<file path="src/rtl/fetch_pkg.sv">
package fetch_pkg;

    ////////////////////////////////////////////////////////////////////////////
    // Basic words
    ////////////////////////////////////////////////////////////////////////////

    typedef logic [31:0] inst_t;
    typedef logic [31:0] pc_t;

    // Major opcode field of an instruction word
    localparam int OPCODE_MSB = 31;
    localparam int OPCODE_LSB = 26;

    ////////////////////////////////////////////////////////////////////////////
    // Branch information and buffer entry
    ////////////////////////////////////////////////////////////////////////////

    typedef struct packed {
        logic is_branch;
        logic pred_taken;
        pc_t  pred_target;
    } branch_info_t;

    // One slot of the instruction buffer
    typedef struct packed {
        inst_t        inst;
        pc_t          pc;
        branch_info_t info;
    } buf_entry_t;

    // Opcodes the pre-decoder tells apart
    typedef enum logic [5:0] {
        OP_B     = 6'h14,
        OP_BL    = 6'h15,
        OP_BEQ   = 6'h16,
        OP_BNE   = 6'h17,
        OP_BLT   = 6'h18,
        OP_OTHER = 6'h3f
    } predecode_op_e;

endpackage

</file>
<file path="src/rtl/branch_predecode.sv">
`timescale 1ns/1ps

module branch_predecode (
    input  logic [1:0]               fetch_en_i,
    input  fetch_pkg::inst_t         inst0_i,
    input  fetch_pkg::inst_t         inst1_i,
    input  logic                     pred_taken_i,
    input  fetch_pkg::pc_t           pred_target_i,
    output fetch_pkg::branch_info_t  info0_o,
    output fetch_pkg::branch_info_t  info1_o
);

    fetch_pkg::predecode_op_e op0;
    fetch_pkg::predecode_op_e op1;
    logic                     pred_on0;
    logic                     pred_on1;

    // Map the opcode field onto the known branch opcodes
    function automatic fetch_pkg::predecode_op_e classify(input fetch_pkg::inst_t inst);
        fetch_pkg::predecode_op_e op;
        op = fetch_pkg::predecode_op_e'(inst[fetch_pkg::OPCODE_MSB:fetch_pkg::OPCODE_LSB]);
        case (op)
            fetch_pkg::OP_B,
            fetch_pkg::OP_BL,
            fetch_pkg::OP_BEQ,
            fetch_pkg::OP_BNE,
            fetch_pkg::OP_BLT: classify = op;
            default:           classify = fetch_pkg::OP_OTHER;
        endcase
    endfunction

    assign op0 = classify(inst0_i);
    assign op1 = classify(inst1_i);

    // Prediction belongs to the youngest enabled slot
    assign pred_on1 = fetch_en_i[1];
    assign pred_on0 = (fetch_en_i == 2'b01);

    always_comb begin
        info0_o.is_branch   = (op0 != fetch_pkg::OP_OTHER);
        info0_o.pred_taken  = pred_on0 ? pred_taken_i : 1'b0;
        info0_o.pred_target = pred_on0 ? pred_target_i : '0;

        info1_o.is_branch   = (op1 != fetch_pkg::OP_OTHER);
        info1_o.pred_taken  = pred_on1 ? pred_taken_i : 1'b0;
        info1_o.pred_target = pred_on1 ? pred_target_i : '0;
    end

endmodule

</file>
<file path="config.mk">
export PLATFORM = sky130hd
export DESIGN_NAME = branch_predecode
export DESIGN_NICKNAME = d
export VERILOG_FILES = /design/src/rtl/fetch_pkg.sv /design/src/rtl/branch_predecode.sv
export SDC_FILE = /design/constraint.sdc
export NUM_CORES = 1
export LEC_CHECK = 0
export BUFFER_PORTS_ARGS = -buffer_cell sky130_fd_sc_hd__buf_4
export CAP_MARGIN = 20
export CORE_AREA = 2 2 64 66
export DETAILED_ROUTE_END_ITERATION = 10
export DIE_AREA = 0 0 66 68
export PLACE_DENSITY = 0.66
export SKIP_LAST_GASP = 1
export SLEW_MARGIN = 20
export SYNTH_ARGS = -nofsm -noshare
export SYNTH_HDL_FRONTEND = slang
export SYNTH_SLANG_ARGS = --single-unit
</file>
<file path="constraint.sdc">
create_clock -name vclk -period 0.81
set_clock_uncertainty 0.15 [all_clocks]
set_input_delay 0.0405 -clock vclk [all_inputs]
set_output_delay 0.0405 -clock vclk [all_outputs]
set_load 0.02 [all_outputs]
</file>
==> flow_metrics.py, run 1 <==
metrics = {
    "sta": {
        "rsz0062_at_grt": "true",
        "slew-limit-headroom_pct": 91.61,
        "layout_setup_ws_ns": -0.3046,
        "finalCriticalPeriod_ns": 1.115,
        "max_freq_ghz": 0.8972,
        "finalHoldViolations": 0,
        "final_max_slew_viol_count": 0,
        "final.period_utilization_pct": 137.6,
        "setup_violations": 35,
        "tightest_slew_ns": 0.1256,
    },
    "setup_path": {
        "startpoint_type": "primary input",
        "arrival_ns": 0.92,
        "required_ns": 0.62,
        "crit_fanout": 2,
        "critPathCapture": "info1_o[33]",
        "crit_family": "simple AND/OR/NAND/NOR gates",
        "critPathKind": "primary input to primary output",
        "cp-end-kind": "primary output",
        "crit_start": "inst1_i[28]",
        "cpMostUsedCell": "buf_6",
        "crit_cells": 4,
        "path_buf_inv": 2,
        "critical_path.slowest_cell": "or4b_4",
        "crit_chain": "buf_6 -> or4b_4 -> a21oi_4 -> buf_6",
        "max_stage_delay_ns": 0.54,
    },
    "run": {
        "drv_cap": 0,
    },
    "floorplan": {
        "num_rows": 23,
        "die-area_um2": 4488,
        "core_um2": 3856,
        "initial_core_util_pct": 12.95,
        "dieWidth_um": 66,
        "die_y_um": 68,
        "pin_count": 167,
    },
    "synthesis": {
        "synth_fp_nets": 180,
        "synthMuxAreaShare_pct": 0,
        "synth_area_um2": 499.2,
        "yosysSeqAreaShare_pct": 0,
        "synthSimpleGateAreaFrac_pct": 93.48,
        "ys_warn_count": 0,
        "synth.distinct_cells": 6,
        "synth_top_family_by_area": "simple AND/OR/NAND/NOR gates",
        "syn_area_per_cell_um2": 6.163,
        "synth_xor_area_share_pct": 0,
        "yosys.area_share.adder_pct": 0,
        "synthCells": 81,
        "synth_compound_area_share_pct": 2.005,
    },
    "power": {
        "switching_share_pct": 42.57,
        "p_int_uw": 578.4,
        "p_leak_nw": 0.9490,
        "pwr_density_cell_nw_per_um2": 551.3,
        "power_mw": 1.007,
        "pwr-share-seq_pct": 0,
        "pwr-share-comb_pct": 100.0,
        "power_switching_uw": 428.7,
        "ir_worst_vdd_v": 0.0002551,
        "p_clk_share_pct": 0,
    },
    "min_path": {
        "worstHoldPathType": "primary input to primary output",
        "worstHoldStart": "pred_target_i[18]",
    },
    "layout": {
        "num-fill-cells": 396,
        "fin_cells": 249,
        "n_antenna_cell": 0,
        "area_growth_pct": 265.9,
        "final_common_cell": "buf_4",
        "seq_cell_count": 0,
        "layout.nets": 300,
        "design_area_um2": 1827,
        "clock_buffers": 0,
        "drive_gt1_share_pct": 81.41,
        "final_cell_mix": "buf_4 (70), buf_6 (49), and2_1 (33)",
        "regArea_um2": 0,
    },
    "route": {
        "vias": 982,
        "detailedRoute.firstIterationViolations": 7,
        "viasPerCell": 3.944,
        "postRouteAntennaNets": 0,
        "post_drt_wl_per_cell_um": 12.60,
        "dr.pass1.iters": 2,
        "wl_um": 3138,
        "drcViolationCount": 0,
    },
    "placement": {
        "hpwl_um": 2139,
        "placedCellCount": 241,
        "port_buffers": 115,
        "placed_area_um2": 1478,
        "gp_congestion": 0.7587,
    },
    "global_route": {
        "grt_pass1_vias": 869,
        "antenna_found_initial": 0,
        "grt_use_total_pct": 11.02,
        "overflow": 0,
        "grt_start_max_net_pins": 34,
        "grt_pass1_wl_um": 3960,
    },
    "status": {
        "outcome": "complete, but fails checks",
        "violations": "setup timing",
    },
    "cts": {
        "ctsHoldBuffers": 0,
    },
}
-- logic make-up (layout without fill, tap and decap cells) --
| kind of cell | Yosys count | after routing |
|---|---|---|
| buffers and inverters | 6 | 123 |
| AOI/OAI and AO/OA | 2 | 2 |
| and+or+nand+nor | 73 | 74 |
-- area by class of cell --
class | count | area (um^2) | share of cell area, %
multi-input combinational | 76 | 594.3 | 32.53
tap | 50 | 62.56 | 3.425
timing repair buffer | 123 | 1170 | 64.04
-- how the worst min path moves through the flow --
stage,cells after the start,endpoint
2_1_floorplan,2,info0_o[33]
3_3_place_gp,3,info0_o[0]
3_5_place_dp,3,info1_o[18]
4_1_cts,3,info0_o[18]
5_1_grt,3,info0_o[4]
6_report,3,info0_o[18]
-- what timing repair did --
| item | 4_1_cts | 5_1_grt |
|---|---|---|
| gates cloned | 1 | 2 |
| buffers inserted | 5 | 0 |
| resized for setup | 70 | 9 |
| setup endpoints to repair | 68 | 60 |
| hold endpoints to repair | 0 | 0 |
| pin swaps | 24 | 2 |
-- power by group through the flow --
stage	logic (mW)	registers [mW]	clock network, mW
global placement	0.811	0	0
CTS	0.971	0	0
global route	1.07	0	0
finish	1.01	0	0
detailed placement	0.816	0	0
floorplan	0.379	0	0
-- cell usage after synthesis --
| master | number | area (um^2) |
|---|---|---|
| and2_1 | 66 | 412.9 |
| nor2b_2 | 1 | 8.760 |
| a21oi_1 | 2 | 10.01 |
| or4b_1 | 2 | 20.02 |
| nand2b_1 | 4 | 25.02 |
| clkbuf_1 | 6 | 22.52 |
-- metal layers --
metal	vias to the layer above	GRT usage, %	share of wire, %
met3	0	0.9868	9.0
met4	0	0	0
met2	60	22.35	52
met1	436	13.28	39
met5	-	0	0
li1	486	-	-
-- tightest hold or removal path, stage by stage --
cell and delay (ns):
buf_4 0.08, and2_4 0.13, buf_6 0.10
-- metrics by stage --
stage	setup TNS, ns	utilization (%)	hold slack (ns)	worst slack (ns)
2_1_floorplan	-0.3505	-	0.08046	-0.1753
3_3_place_gp	-26.81	38.32	0.2457	-0.7163
3_5_place_dp	-27.88	38.32	0.2496	-0.7353
4_1_cts	-2.957	45.55	0.2441	-0.3096
5_1_grt	-4.529	47.37	0.2512	-0.3230
6_report	-3.157	47.37	0.2434	-0.3046
No activity file was read; power rests on OpenSTA's default activity.
==> run 2: changes to the inputs <==
Settings changed: BUFFER_PORTS_ARGS -buffer_cell sky130_fd_sc_hd__buf_4 to default, CORE_AREA 2 2 64 66 to 2 2 65 67, DIE_AREA 0 0 66 68 to 0 0 67 69, DONT_BUFFER_PORTS from default to 1, PLACE_DENSITY 0.66 to default.
==> run 2 against run 1 <==
Against the previous run:
- the flow still finishes with violations (setup timing)
- utilization shrank 31 points
- non-clock buffer count shrank 120
- worst hold slack lost 0.17 ns
- count of clock-buffer cells in the layout is the same
- first-iteration DRC count shrank 71%
- cell count shrank 49%
- critical path type unchanged
- critical endpoint unchanged
==> flow_metrics.py, run 2 (synthesis gave the netlist of run 1 again) <==
metrics = {
    "sta": {
        "setup_violations": 2,
        "finalCriticalPeriod_ns": 0.9726,
        "max_freq_ghz": 1.028,
        "finalHoldViolations": 0,
        "tightest_slew_ns": 0.2209,
        "slew-limit-headroom_pct": 85.37,
        "final_max_slew_viol_count": 0,
        "rsz0062_at_grt": "true",
        "layout_setup_ws_ns": -0.1626,
        "final.period_utilization_pct": 120.1,
    },
    "layout": {
        "drive_gt1_share_pct": 52.56,
        "num-fill-cells": 448,
        "final_cell_mix": "and2_1 (33), and2_2 (32), nand2b_1 (4)",
        "n_antenna_cell": 0,
        "seq_cell_count": 0,
        "clock_buffers": 0,
        "regArea_um2": 0,
        "final_common_cell": "and2_1",
        "layout.nets": 179,
        "area_growth_pct": 29.57,
        "design_area_um2": 646.9,
    },
    "setup_path": {
        "crit_chain": "or4b_4 -> a21oi_4",
        "path_buf_inv": 0,
        "cp-end-kind": "primary output",
        "startpoint_type": "primary input",
        "required_ns": 0.62,
        "crit_fanout": 1,
        "critical_path.slowest_cell": "or4b_4",
        "crit_family": "simple AND/OR/NAND/NOR gates",
        "arrival_ns": 0.78,
        "critPathKind": "primary input to primary output",
        "max_stage_delay_ns": 0.53,
    },
    "status": {
        "outcome": "complete, but fails checks",
        "violations": "setup timing",
    },
    "route": {
        "postRouteAntennaNets": 0,
        "post_drt_wl_per_cell_um": 14.17,
        "drcViolationCount": 0,
        "wl_um": 1814,
        "dr.pass1.iters": 2,
        "viasPerCell": 4.102,
        "vias": 525,
        "detailedRoute.firstIterationViolations": 2,
    },
    "global_route": {
        "grt_start_max_net_pins": 35,
        "antenna_found_initial": 0,
        "grt_pass1_vias": 402,
        "overflow": 0,
        "grt_pass1_wl_um": 2194,
        "grt_use_total_pct": 5.819,
    },
    "power": {
        "p_leak_nw": 0.2522,
        "ir_worst_vdd_v": 0.00009179,
        "pwr_density_cell_nw_per_um2": 622.9,
        "power_uw": 402.9,
    },
    "floorplan": {
        "die-area_um2": 4623,
        "pin_count": 167,
        "die_y_um": 69,
        "dieWidth_um": 67,
        "num_rows": 23,
        "core_um2": 3914,
        "initial_core_util_pct": 12.76,
    },
    "placement": {
        "post-place-ws_ns": -0.1851,
        "placed_area_um2": 621.8,
        "port_buffers": 0,
        "hpwl_um": 1537,
        "gp_congestion": 0.5694,
    },
    "run": {
        "drv_cap": 0,
    },
    "min_path": {
        "worstHoldPathType": "primary input to primary output",
    },
    "cts": {
        "ctsHoldBuffers": 0,
    },
}
-- run 2: through the flow --
step	hold WS [ns]	util, %	instances	setup TNS (ns)
CTS	0.08295	15.95	127	-0.3234
detailed placement	0.08295	15.89	127	-0.3671
finish	0.07192	16.53	128	-0.3187
global placement	0.08349	15.89	127	-0.3644
floorplan	0.08046	-	81	-0.3505
global route	0.07509	16.53	128	-0.3554
-- run 2: power breakdown --
part	internal, mW	switching (mW)	total, mW	leakage (nW)
Combinational	0.123	0.280	0.403	0.252
Clock	0	0	0	0
Sequential	0	0	0	0
-- run 2: what timing repair did --
action                                  in CTS  in global routing
gates resized for setup                      2                  7
pin swaps                                    2                  0
endpoints found under the setup margin       4                 30
cloned                                       0                  1
buffers inserted                             0                  0
-- run 2: worst paths after layout --
check                             start          end  slack, ns  depth (start not counted)
worst min-delay path  pred_target_i[16]  info0_o[16]       0.07                          1
worst max-delay path        inst1_i[27]  info1_o[33]      -0.16                          2
-- run 2: per-layer routing --
metal  global-route usage, %  routed length (um)  vias up
met4                       0                   0        0
met1                   4.724                 511      224
met3                   3.752                 394        0
met5                       0                   0        -
met2                   11.77                 908       64
li1                        -                   -      237
-- run 2: final cells by class --
cell class         count  area [um^2]  share of cell area, %
multi-input cells     75        554.3                  85.69
well taps             50        62.56                  9.671
repair buffers         3        30.03                  4.642
