## config.mk

```make
export PLATFORM = sky130hd
export DESIGN_NAME = issue_ctrl_flat
export DESIGN_NICKNAME = d
export VERILOG_FILES = /design/src/rtl/issue_pkg.sv /design/src/rtl/ibuf_if.sv /design/src/rtl/issue_ctrl.sv /design/src/flat_wrapper.sv
export SDC_FILE = /design/constraint.sdc
export NUM_CORES = 1
export LEC_CHECK = 0
export ABC_CLOCK_PERIOD_IN_PS = 1400
export BUFFER_PORTS_ARGS = -buffer_cell sky130_fd_sc_hd__buf_4
export CELL_PAD_IN_SITES_DETAIL_PLACEMENT = 1
export CELL_PAD_IN_SITES_GLOBAL_PLACEMENT = 1
export CORE_AREA = 2 2 39 41
export DETAILED_ROUTE_END_ITERATION = 16
export DIE_AREA = 0 0 41 43
export PLACE_DENSITY_LB_ADDON = 0.1
export SLEW_MARGIN = 0
export SYNTH_ARGS = -nofsm -noshare
export SYNTH_HDL_FRONTEND = slang
export SYNTH_SLANG_ARGS = --single-unit
```

## constraint.sdc

```tcl
create_clock -name clk -period 1.4 [get_ports clk]
set_input_delay 0 -clock clk [delete_from_list [all_inputs] [get_ports clk]]
set_output_delay 0 -clock clk [all_outputs]
set_load 0.01 [all_outputs]
```

## src/rtl/issue_pkg.sv

```systemverilog
package issue_pkg;

    ////////////////////////////////////////////////////////////////////////////
    // Issue control types
    ////////////////////////////////////////////////////////////////////////////

    // Number of entries read from the buffer in one cycle
    typedef enum logic [1:0] {
        ISSUE_NONE = 2'd0,
        ISSUE_ONE  = 2'd1,
        ISSUE_TWO  = 2'd2
    } issue_op_e;

    // Recover lasts one cycle after reset or flush
    typedef enum logic {
        CTRL_RUN     = 1'b0,
        CTRL_RECOVER = 1'b1
    } ctrl_state_e;

endpackage

```

## src/rtl/ibuf_if.sv

```systemverilog
`timescale 1ns/1ps

interface ibuf_if #(
    parameter int DEPTH = 32
);
    localparam int CNT_W = $clog2(DEPTH) + 1;

    // Zero to two entries written this cycle
    logic [1:0]           wr_count;
    // Slot 1 arrives without slot 0
    logic                 wr_lone1;
    issue_pkg::issue_op_e rd_op;
    logic                 flush;
    // Occupancy from 0 up to DEPTH
    logic [CNT_W-1:0]     count;

    modport ctrl (
        output wr_count,
        output wr_lone1,
        output rd_op,
        output flush,
        input  count
    );

    modport buffer (
        input  wr_count,
        input  wr_lone1,
        input  rd_op,
        input  flush,
        output count
    );

endinterface

```

## src/rtl/issue_ctrl.sv

```systemverilog
`timescale 1ns/1ps

module issue_ctrl #(
    parameter int DEPTH = 32
) (
    input  logic       clk,
    input  logic       rst_n_i,
    ibuf_if.ctrl       ibuf,
    input  logic [1:0] fetch_en_i,
    input  logic [1:0] decode_ready_i,
    input  logic       branch_flush_i,
    input  logic       exc_flush_i,
    output logic       fetch_ready_o
);

    localparam int CNT_W = $clog2(DEPTH) + 1;

    issue_pkg::ctrl_state_e state_q;
    logic                   flush;
    logic                   room_for_pair;

    assign flush      = branch_flush_i | exc_flush_i;
    assign ibuf.flush = flush;

    // Fetch side
    assign ibuf.wr_count = {1'b0, fetch_en_i[0]} + {1'b0, fetch_en_i[1]};
    assign ibuf.wr_lone1 = (fetch_en_i == 2'b10);

    assign room_for_pair = (ibuf.count <= CNT_W'(DEPTH - 2));
    assign fetch_ready_o = room_for_pair && !flush && (state_q == issue_pkg::CTRL_RUN);

    // Issue count is min(occupancy, decode capacity)
    always_comb begin
        if (flush) begin
            ibuf.rd_op = issue_pkg::ISSUE_NONE;
        end else if (decode_ready_i == 2'b11 && ibuf.count >= CNT_W'(2)) begin
            ibuf.rd_op = issue_pkg::ISSUE_TWO;
        end else if (decode_ready_i[0] && ibuf.count != '0) begin
            ibuf.rd_op = issue_pkg::ISSUE_ONE;
        end else begin
            ibuf.rd_op = issue_pkg::ISSUE_NONE;
        end
    end

    ////////////////////////////////////////////////////////////////////////////
    // Recovery state
    ////////////////////////////////////////////////////////////////////////////

    always_ff @(posedge clk) begin
        if (!rst_n_i) begin
            state_q <= issue_pkg::CTRL_RECOVER;
        end else if (flush) begin
            state_q <= issue_pkg::CTRL_RECOVER;
        end else begin
            state_q <= issue_pkg::CTRL_RUN;
        end
    end

endmodule

```

## src/flat_wrapper.sv

```systemverilog
// flat-port wrapper written by rule: the top's interface ports become plain ports
module issue_ctrl_flat 
#(
    parameter int DEPTH = 32
)
  (clk, rst_n_i, fetch_en_i, decode_ready_i, branch_flush_i, exc_flush_i, fetch_ready_o, ibuf_wr_count, ibuf_wr_lone1, ibuf_rd_op, ibuf_flush, ibuf_count);
  ibuf_if #(.DEPTH(DEPTH)) ibuf_i ();
  input  logic clk;
  input  logic rst_n_i;
  input  logic [1:0] fetch_en_i;
  input  logic [1:0] decode_ready_i;
  input  logic branch_flush_i;
  input  logic exc_flush_i;
  output logic fetch_ready_o;
  output wire logic [$bits(ibuf_i.wr_count)-1:0] ibuf_wr_count;
  output wire logic [$bits(ibuf_i.wr_lone1)-1:0] ibuf_wr_lone1;
  output wire logic [$bits(ibuf_i.rd_op)-1:0] ibuf_rd_op;
  output wire logic [$bits(ibuf_i.flush)-1:0] ibuf_flush;
  input wire logic [$bits(ibuf_i.count)-1:0] ibuf_count;
  assign ibuf_wr_count = ibuf_i.wr_count;
  assign ibuf_wr_lone1 = ibuf_i.wr_lone1;
  assign ibuf_rd_op = ibuf_i.rd_op;
  assign ibuf_flush = ibuf_i.flush;
  assign ibuf_i.count = ibuf_count;
  issue_ctrl #(.DEPTH(DEPTH)) u_core (.clk(clk), .rst_n_i(rst_n_i), .ibuf(ibuf_i), .fetch_en_i(fetch_en_i), .decode_ready_i(decode_ready_i), .branch_flush_i(branch_flush_i), .exc_flush_i(exc_flush_i), .fetch_ready_o(fetch_ready_o));
endmodule
```

==> out/metrics.yaml, run 1 <==
use_met1_pct: 6.67
dp_cells: 52
power_leakage_nw: 0.156
cp-end-kind: "primary output"
fin_setup_tns_ns: 0
p_clk_share_pct: 0
p_sw_w: 0.0000236
grtUsageTotal_pct: 5.70
clkTransAtPathRegs_ns: 0
syn_area_um2: 123
drt_iter0_drc: 0
synth_ff_type: "dfxtp_1"
crit_type: "in2out"
antenna_found_initial: 0
fin_hold_ws_ns: 0.164
yosysTopAreaCell: "ha_1"
io_buffers: 20
hold_buffers: 0
gp_congestion: 0.505
coreArea_mm2: 0.00138
post_dp_cell_area_um2: 300
synth-seq-area-share_pct: 16.3
cp-start-kind: "primary input"
drc: 0
cts_setup_buffers: 0
swShare_pct: 24.8
cap_violations: 0
synth.most_common_cell: "inv_1"
synth_edf_count: 0
gr-usage-met3_pct: 0.524
p_int_w: 0.0000713
finalMaxSlewViolations: 0
peakVddDrop_mv: 0.131
synth_area_leaders: "ha_1 (20%), and4_2 (16%), dfxtp_1 (16%)"
cpMaxStageDelayCell: "or4_1"
relSlewSlack_pct: 76.6
drtPass1Iterations: 1
rows: 14
synth.net_count: 31
ys_seq_elements: 1
vias: 196
largest_register_ffs: 1
grt_max_degree: 4
wirelength_um: 525
fin_area_um2: 300
antennaDiodeCount: 0
synth_warnings: 0
syn-instance-count: 15
synth_common_cells: "inv_1 (3), and4_2 (2), ha_1 (2)"
syn_avg_cell_area_um2: 8.17
grtUsageMet2_pct: 10.9
grt_pass1_vias: 188
dpl.hpwl_um: 504
seqPwrFrac_pct: 32.2
dieHeight_um: 43
stdcell_count: 52
detail-route-antenna-nets: 0
overflow: 0
die_x_um: 41
fmax_ghz: 0.799
hp-start: "rst_n_i"
period_share_pct: 89.4
ioPinCount: 21
cp.required_ns: 1.40
pre_cts_slack_ns: 0.153
syn_to_final_growth_pct: 145
busiest_layer: "met2"
vias_per_cell: 3.77
tightest_slew_ns: 0.342
critPathArrivalTime_ns: 1.25
min_period_ns: 1.25
async_flop_share_pct: 0
holdCritPathClass: "in2reg"
crit_path_max_incr_delay_ns: 0.53
nets: 54
worstPathMaxFanout: 2
yosysUniqueCellTypes: 11
rsz0062_at_grt: "no"
die_area_mm2: 0.00176
post_drt_wl_per_cell_um: 10.1
pwr_density_cell_mw_per_mm2: 316
p_comb_share_pct: 67.8
drive_gt1_share_pct: 63.9
synth_top_area_share_pct: 20.4
hold_violations: 0
reg_top3: "u_core.state_q: 1 flops"
grt_pass1_wl_um: 738
start_util_pct: 8.86
cts-resized-gates: 0
startpoint: "ibuf_count[3]"
path_cells: "buf_4 > or4_1 > or2_0 > o2111a_1 > buf_4"
worst_slack_ns: 0.148
setup_viol: 0
status: "finished, final reports clean"
top_register: "u_core.state_q"
worst_path_most_repeated_cell: "buf_4"
[metal layers]
metal	up-vias	part of all wire [%]
met4	0	0
met3	0	20
met2	16	45
met5	-	0
met1	82	35
li1	98	-
[worst max-delay path: cells and delay by family]
kind                   cells  cell delay, ns
buffers and inverters      2            0.25
and+or+nand+nor            2            0.77
AOI/OAI and AO/OA          1            0.23
[power groups by stage]
stage | Clock, W | Sequential (W) | Combinational [W]
after floorplan | 0 | 0.0000304 | 0.0000168
after global placement | 0 | 0.0000306 | 0.0000648
after detailed placement | 0 | 0.0000307 | 0.0000660
after CTS | 0 | 0.0000306 | 0.0000662
after global routing | 0 | 0.0000307 | 0.0000720
final | 0 | 0.0000306 | 0.0000643
[worst paths after layout]
kind,endpoint,slack (ns),depth (start not counted)
worst max-delay path,ibuf_rd_op[0],0.15,5
worst min-delay path,u_core.state_q,0.16,2
[cell type report]
class                           instances  area, um^2
Inverter                                3        11.3
Fill cell                             180        1080
Timing Repair Buffer                   21         158
Sequential cell                         1        20.0
Multi-Input combinational cell         11        91.3
Tap cell                               16        20.0
[cells in the final DEF (no fill, tap or decap)]
master / count
buf_4: 21
inv_1: 3
and4_2: 2
ha_1: 2
or4_1: 1
or2_0: 1
o21ai_0: 1
nor2_1: 1
o2111a_1: 1
a2111oi_0: 1
nand2_1: 1
dfxtp_1: 1
[logic make-up (layout without fill, tap and decap cells)]
family          count (synthesis)  count (layout)  synth area share (%)
compound gates                  3               3                  20.4
buf+inv                         3              24                  9.18
flops                           1               1                  16.3
simple gates                    6               6                  33.7
fa+ha+maj                       2               2                  20.4
[metrics by stage]
stage | power (W) | util (%)
floorplan | 0.0000472 | -
global placement | 0.0000954 | 21.7
detailed placement | 0.0000966 | 21.7
CTS | 0.0000968 | 21.7
global route | 0.000103 | 21.7
finish | 0.0000949 | 21.7
No activity file was read; power rests on OpenSTA's default activity.
==> run 2: changes to the inputs <==
--- a/config.mk
+++ b/config.mk
@@ -13,6 +13,7 @@
 export DETAILED_ROUTE_END_ITERATION = 16
 export DIE_AREA = 0 0 41 43
 export PLACE_DENSITY_LB_ADDON = 0.1
+export RECOVER_POWER = 100
 export SLEW_MARGIN = 0
 export SYNTH_ARGS = -nofsm -noshare
 export SYNTH_HDL_FRONTEND = slang
==> run 2 against run 1 <==
Net effect:
- sequential power is essentially flat
- flip-flop and latch count is the same
- combinational power shrank 13%
- cell count is the same
- first-iteration DRC count is the same
- global-route usage is the same
- sequential share of layout area grew 0.64 points
- hold slack is the same
- critical path depth is the same
- critical endpoint unchanged
- highest routed layer unchanged
==> out/metrics.yaml, run 2 (synthesis results as in run 1) <==
status: "finished, final reports clean"
detail-route-antenna-nets: 0
finalMaxSlewViolations: 0
fmax_ghz: 0.809
rsz0062_at_grt: "no"
largest_register_ffs: 1
antennaDiodeCount: 0
dp_cells: 52
start_util_pct: 8.86
hold_buffers: 0
relSlewSlack_pct: 76.6
setup_viol: 0
worstPathMaxFanout: 2
fin_setup_tns_ns: 0
min_path_cells: 2
top_register: "u_core.state_q"
post_drt_wl_per_cell_um: 10.3
io_buffers: 20
ioPinCount: 21
hold_violations: 0
overflow: 0
min_period_ns: 1.24
die_x_um: 41
drtPass1Iterations: 1
regArea_um2: 20.0
clkTransAtPathRegs_ns: 0
die_area_mm2: 0.00176
grtUsageTotal_pct: 5.70
stdcell_count: 52
multiInputGateArea_um2: 91.3
dpl.hpwl_um: 504
post_dp_cell_area_um2: 300
pwr_density_cell_mw_per_mm2: 315
vias: 197
cp.required_ns: 1.40
final_common_cell: "buf_4"
critPathArrivalTime_ns: 1.24
grt_max_degree: 4
fill_cells: 185
crit_type: "in2out"
nets: 54
grt_pass1_vias: 188
cts-resized-gates: 0
rows: 14
period_share_pct: 88.3
gp_congestion: 0.505
drive_gt1_share_pct: 44.4
grt_pass1_wl_um: 738
holdCritPathClass: "in2reg"
wirelength_um: 534
cp-start-kind: "primary input"
cp-end-kind: "primary output"
antenna_found_initial: 0
cap_violations: 0
reg_top3: "u_core.state_q: 1 flops"
hp-start: "rst_n_i"
drc: 0
drt_iter0_drc: 0
fin_area_um2: 274
fin_util_pct: 19.8
min_to: "u_core.state_q"
tightest_slew_ns: 0.342
syn_to_final_growth_pct: 123
coreArea_mm2: 0.00138
cts_setup_buffers: 0
peakVddDrop_mv: 0.130
final_cell_mix: "buf_4 (13), clkbuf_1 (7), inv_1 (3)"
dieHeight_um: 43
power_leakage_nw: 0.129
vias_per_cell: 3.79
-- run 2: cell count changes in the layout (fill, tap and decap cells not counted) --
cell	previous run	this run
buf_4	21	13
clkbuf_4	0	1
clkbuf_1	0	7
-- run 2: final cells by class --
class / instances / share of cell area, %
multi-input cells: 11 / 33.3
well taps: 16 / 7.31
inverters: 3 / 4.11
repair buffers: 21 / 47.9
flip-flops and latches: 1 / 7.31
-- run 2: worst max-delay path by stage --
stage / from / endpoint / slack [ns] / depth (start not counted)
2_1_floorplan: ibuf_count[3] / ibuf_rd_op[0] / 0.41 / 3
3_3_place_gp: ibuf_count[3] / ibuf_rd_op[0] / 0.17 / 5
3_5_place_dp: ibuf_count[3] / ibuf_rd_op[0] / 0.15 / 5
4_1_cts: ibuf_count[3] / ibuf_rd_op[0] / 0.14 / 5
5_1_grt: ibuf_count[3] / ibuf_rd_op[0] / 0.12 / 5
6_report: ibuf_count[3] / ibuf_rd_op[0] / 0.16 / 5
-- run 2: where the power goes --
group          switching, W  leakage, nW  total (W)  internal [W]
sequential      0.000000305      0.00825  0.0000306     0.0000302
combinational     0.0000233        0.121  0.0000559     0.0000326
clock                     0            0          0             0
-- run 2: critical path, cell delays in order --
cell      delay, ns
buf_4          0.11
or4_1          0.53
or2_0          0.24
o2111a_1       0.23
clkbuf_1       0.12
-- run 2: through the flow --
step	setup slack (ns)	hold WS, ns	total power (W)
finish	0.164	0.164	0.0000864
global route	0.119	0.178	0.0000941
CTS	0.141	0.165	0.0000968
detailed placement	0.153	0.165	0.0000966
global placement	0.173	0.163	0.0000954
floorplan	0.406	0.0619	0.0000472
-- run 2: routing by layer --
metal	track usage (%)	share of wire (%)
met1	6.67	35
met2	10.9	43
met3	0.524	21
met4	0	0
met5	0	0
==> run 3: changes to the inputs <==
--- a/config.mk
+++ b/config.mk
@@ -5,6 +5,7 @@
 export SDC_FILE = /design/constraint.sdc
 export NUM_CORES = 1
 export LEC_CHECK = 0
+export ABC_AREA = 1
 export ABC_CLOCK_PERIOD_IN_PS = 1400
 export BUFFER_PORTS_ARGS = -buffer_cell sky130_fd_sc_hd__buf_4
 export CELL_PAD_IN_SITES_DETAIL_PLACEMENT = 1
==> run 3 against run 2 <==
Net effect:
- setup slack improved by 0.38 ns
- flip-flop and latch count unchanged
- combinational power is 21% higher
- sequential share of layout area down 0.64 points
- synthesized cell count increased by 93%
- cell count grew 25%
- wire length rose by 0.94%
- sequential power barely moved
- fmax rose by 44%
==> out/metrics.yaml, run 3 <==
drc: 0
antenna_found_initial: 0
die_x_um: 41
period_share_pct: 61.2
synth_area_leaders: "ha_1 (16%), nand2_1 (14%), nor2_1 (14%)"
dp_cells: 65
io_buffers: 20
crit_type: "in2out"
grt_pass1_wl_um: 828
cp-end-kind: "primary output"
syn_avg_cell_area_um2: 5.52
largest_register_ffs: 1
cts-resized-gates: 0
nets: 67
cp.required_ns: 1.40
clkTransAtPathRegs_ns: 0
start_util_pct: 11.6
critPathArrivalTime_ns: 0.86
relSlewSlack_pct: 85.8
final_common_cell: "buf_4"
multiInputGateArea_um2: 103
synth_edf_count: 0
regArea_um2: 20.0
wirelength_um: 539
async_flop_share_pct: 0
dpl.hpwl_um: 518
min_period_ns: 0.856
synth.net_count: 45
setup_viol: 0
hold_buffers: 0
rows: 14
fin_setup_tns_ns: 0
synth_ff_type: "dfxtp_1"
startpoint: "exc_flush_i"
detail-route-antenna-nets: 0
gp_congestion: 0.632
syn_area_um2: 160
synth_common_cells: "nand2_1 (6), nor2_1 (6), inv_1 (5)"
cap_violations: 0
endpoint: "ibuf_rd_op[0]"
antennaDiodeCount: 0
total_power_w: 0.0000979
holdCritPathClass: "in2reg"
status: "finished, final reports clean"
yosysUniqueCellTypes: 10
reg_top3: "u_core.state_q: 1 flops"
die_area_mm2: 0.00176
worstPathMaxFanout: 3
ys_seq_elements: 1
fin_hold_ws_ns: 0.171
stdcell_count: 65
drtPass1Iterations: 2
synth_warnings: 0
coreArea_mm2: 0.00138
top_register: "u_core.state_q"
grtUsageTotal_pct: 6.21
dieHeight_um: 43
fill_cells: 183
final_cell_mix: "buf_4 (14), nor2_1 (7), nand2_1 (6), clkbuf_1 (6), inv_1 (5)"
ioPinCount: 21
syn-instance-count: 29
power_leakage_nw: 0.168
grt_pass1_vias: 234
vias: 234
post_drt_wl_per_cell_um: 8.29
yosysTopAreaCell: "ha_1"
cp-start-kind: "primary input"
drt_iter0_drc: 2
tightest_slew_ns: 0.213
overflow: 0
fmax_ghz: 1.17
hold_violations: 0
drive_gt1_share_pct: 36.7
vias_per_cell: 3.60
peakVddDrop_mv: 0.174
grt_max_degree: 4
cts_setup_buffers: 0
rsz0062_at_grt: "no"
synth_top_area_share_pct: 15.6
finalMaxSlewViolations: 0
synth-seq-area-share_pct: 12.5
syn_to_final_growth_pct: 87.5
pwr_density_cell_mw_per_mm2: 326
run 3: cell types whose count changed in the layout (fill, tap and decap cells not counted), moves of 2 or more:
cell	delta
nand3_1	+2
inv_2	+2
nor2_2	+2
nand2_1	+5
and4_2	-2
inv_1	+2
nor2_1	+6
run 3: layer usage:
metal | track usage, % | share of wire [%] | vias up
li1 | - | - | 124
met1 | 6.05 | 32 | 101
met2 | 13.4 | 62 | 9
met3 | 0 | 6.3 | 0
met4 | 0 | 0 | 0
met5 | 0 | 0 | -
run 3: cell families after synthesis:
family	count (synthesis)	synth area share (%)
flip-flops	1	12.5
adder cells (fa/ha/maj)	2	15.6
buffers and inverters	8	18.8
AND/OR/NAND/NOR	17	49.2
AO/OA/AOI/OAI	1	3.91
run 3: worst min-delay path by stage:
stage                 start              to  slack (ns)  cells past startpoint
floorplan           rst_n_i  u_core.state_q        0.07                      1
global placement    rst_n_i  u_core.state_q        0.17                      2
detailed placement  rst_n_i  u_core.state_q        0.17                      2
CTS                 rst_n_i  u_core.state_q        0.17                      2
global route        rst_n_i  u_core.state_q        0.19                      2
finish              rst_n_i  u_core.state_q        0.17                      2
run 3: layout make-up:
| type | instances | area share [%] |
|---|---|---|
| well taps | 16 | 6.67 |
| flip-flops and latches | 1 | 6.67 |
| repair buffers | 20 | 42.5 |
| inverters | 8 | 10.0 |
| multi-input cells | 20 | 34.2 |
run 3: worst max-delay path: stages:
cell      delay, ns
buf_4          0.11
nor2_1         0.19
clkinv_1       0.16
nor2_2         0.10
nand2_1        0.05
nor2_1         0.09
clkbuf_1       0.15
run 3: report_power, final:
part | internal, W | switching (W)
registers | 0.0000302 | 0.000000261
logic | 0.0000362 | 0.0000311
clock network | 0 | 0
total | 0.0000665 | 0.0000314
run 3: per-stage QoR:
step | area (um^2) | setup slack (ns) | util, %
floorplan | 160 | 0.770 | -
global placement | 330 | 0.709 | 23.9
detailed placement | 330 | 0.684 | 23.9
CTS | 330 | 0.684 | 23.9
global route | 300 | 0.371 | 21.7
finish | 300 | 0.544 | 21.7
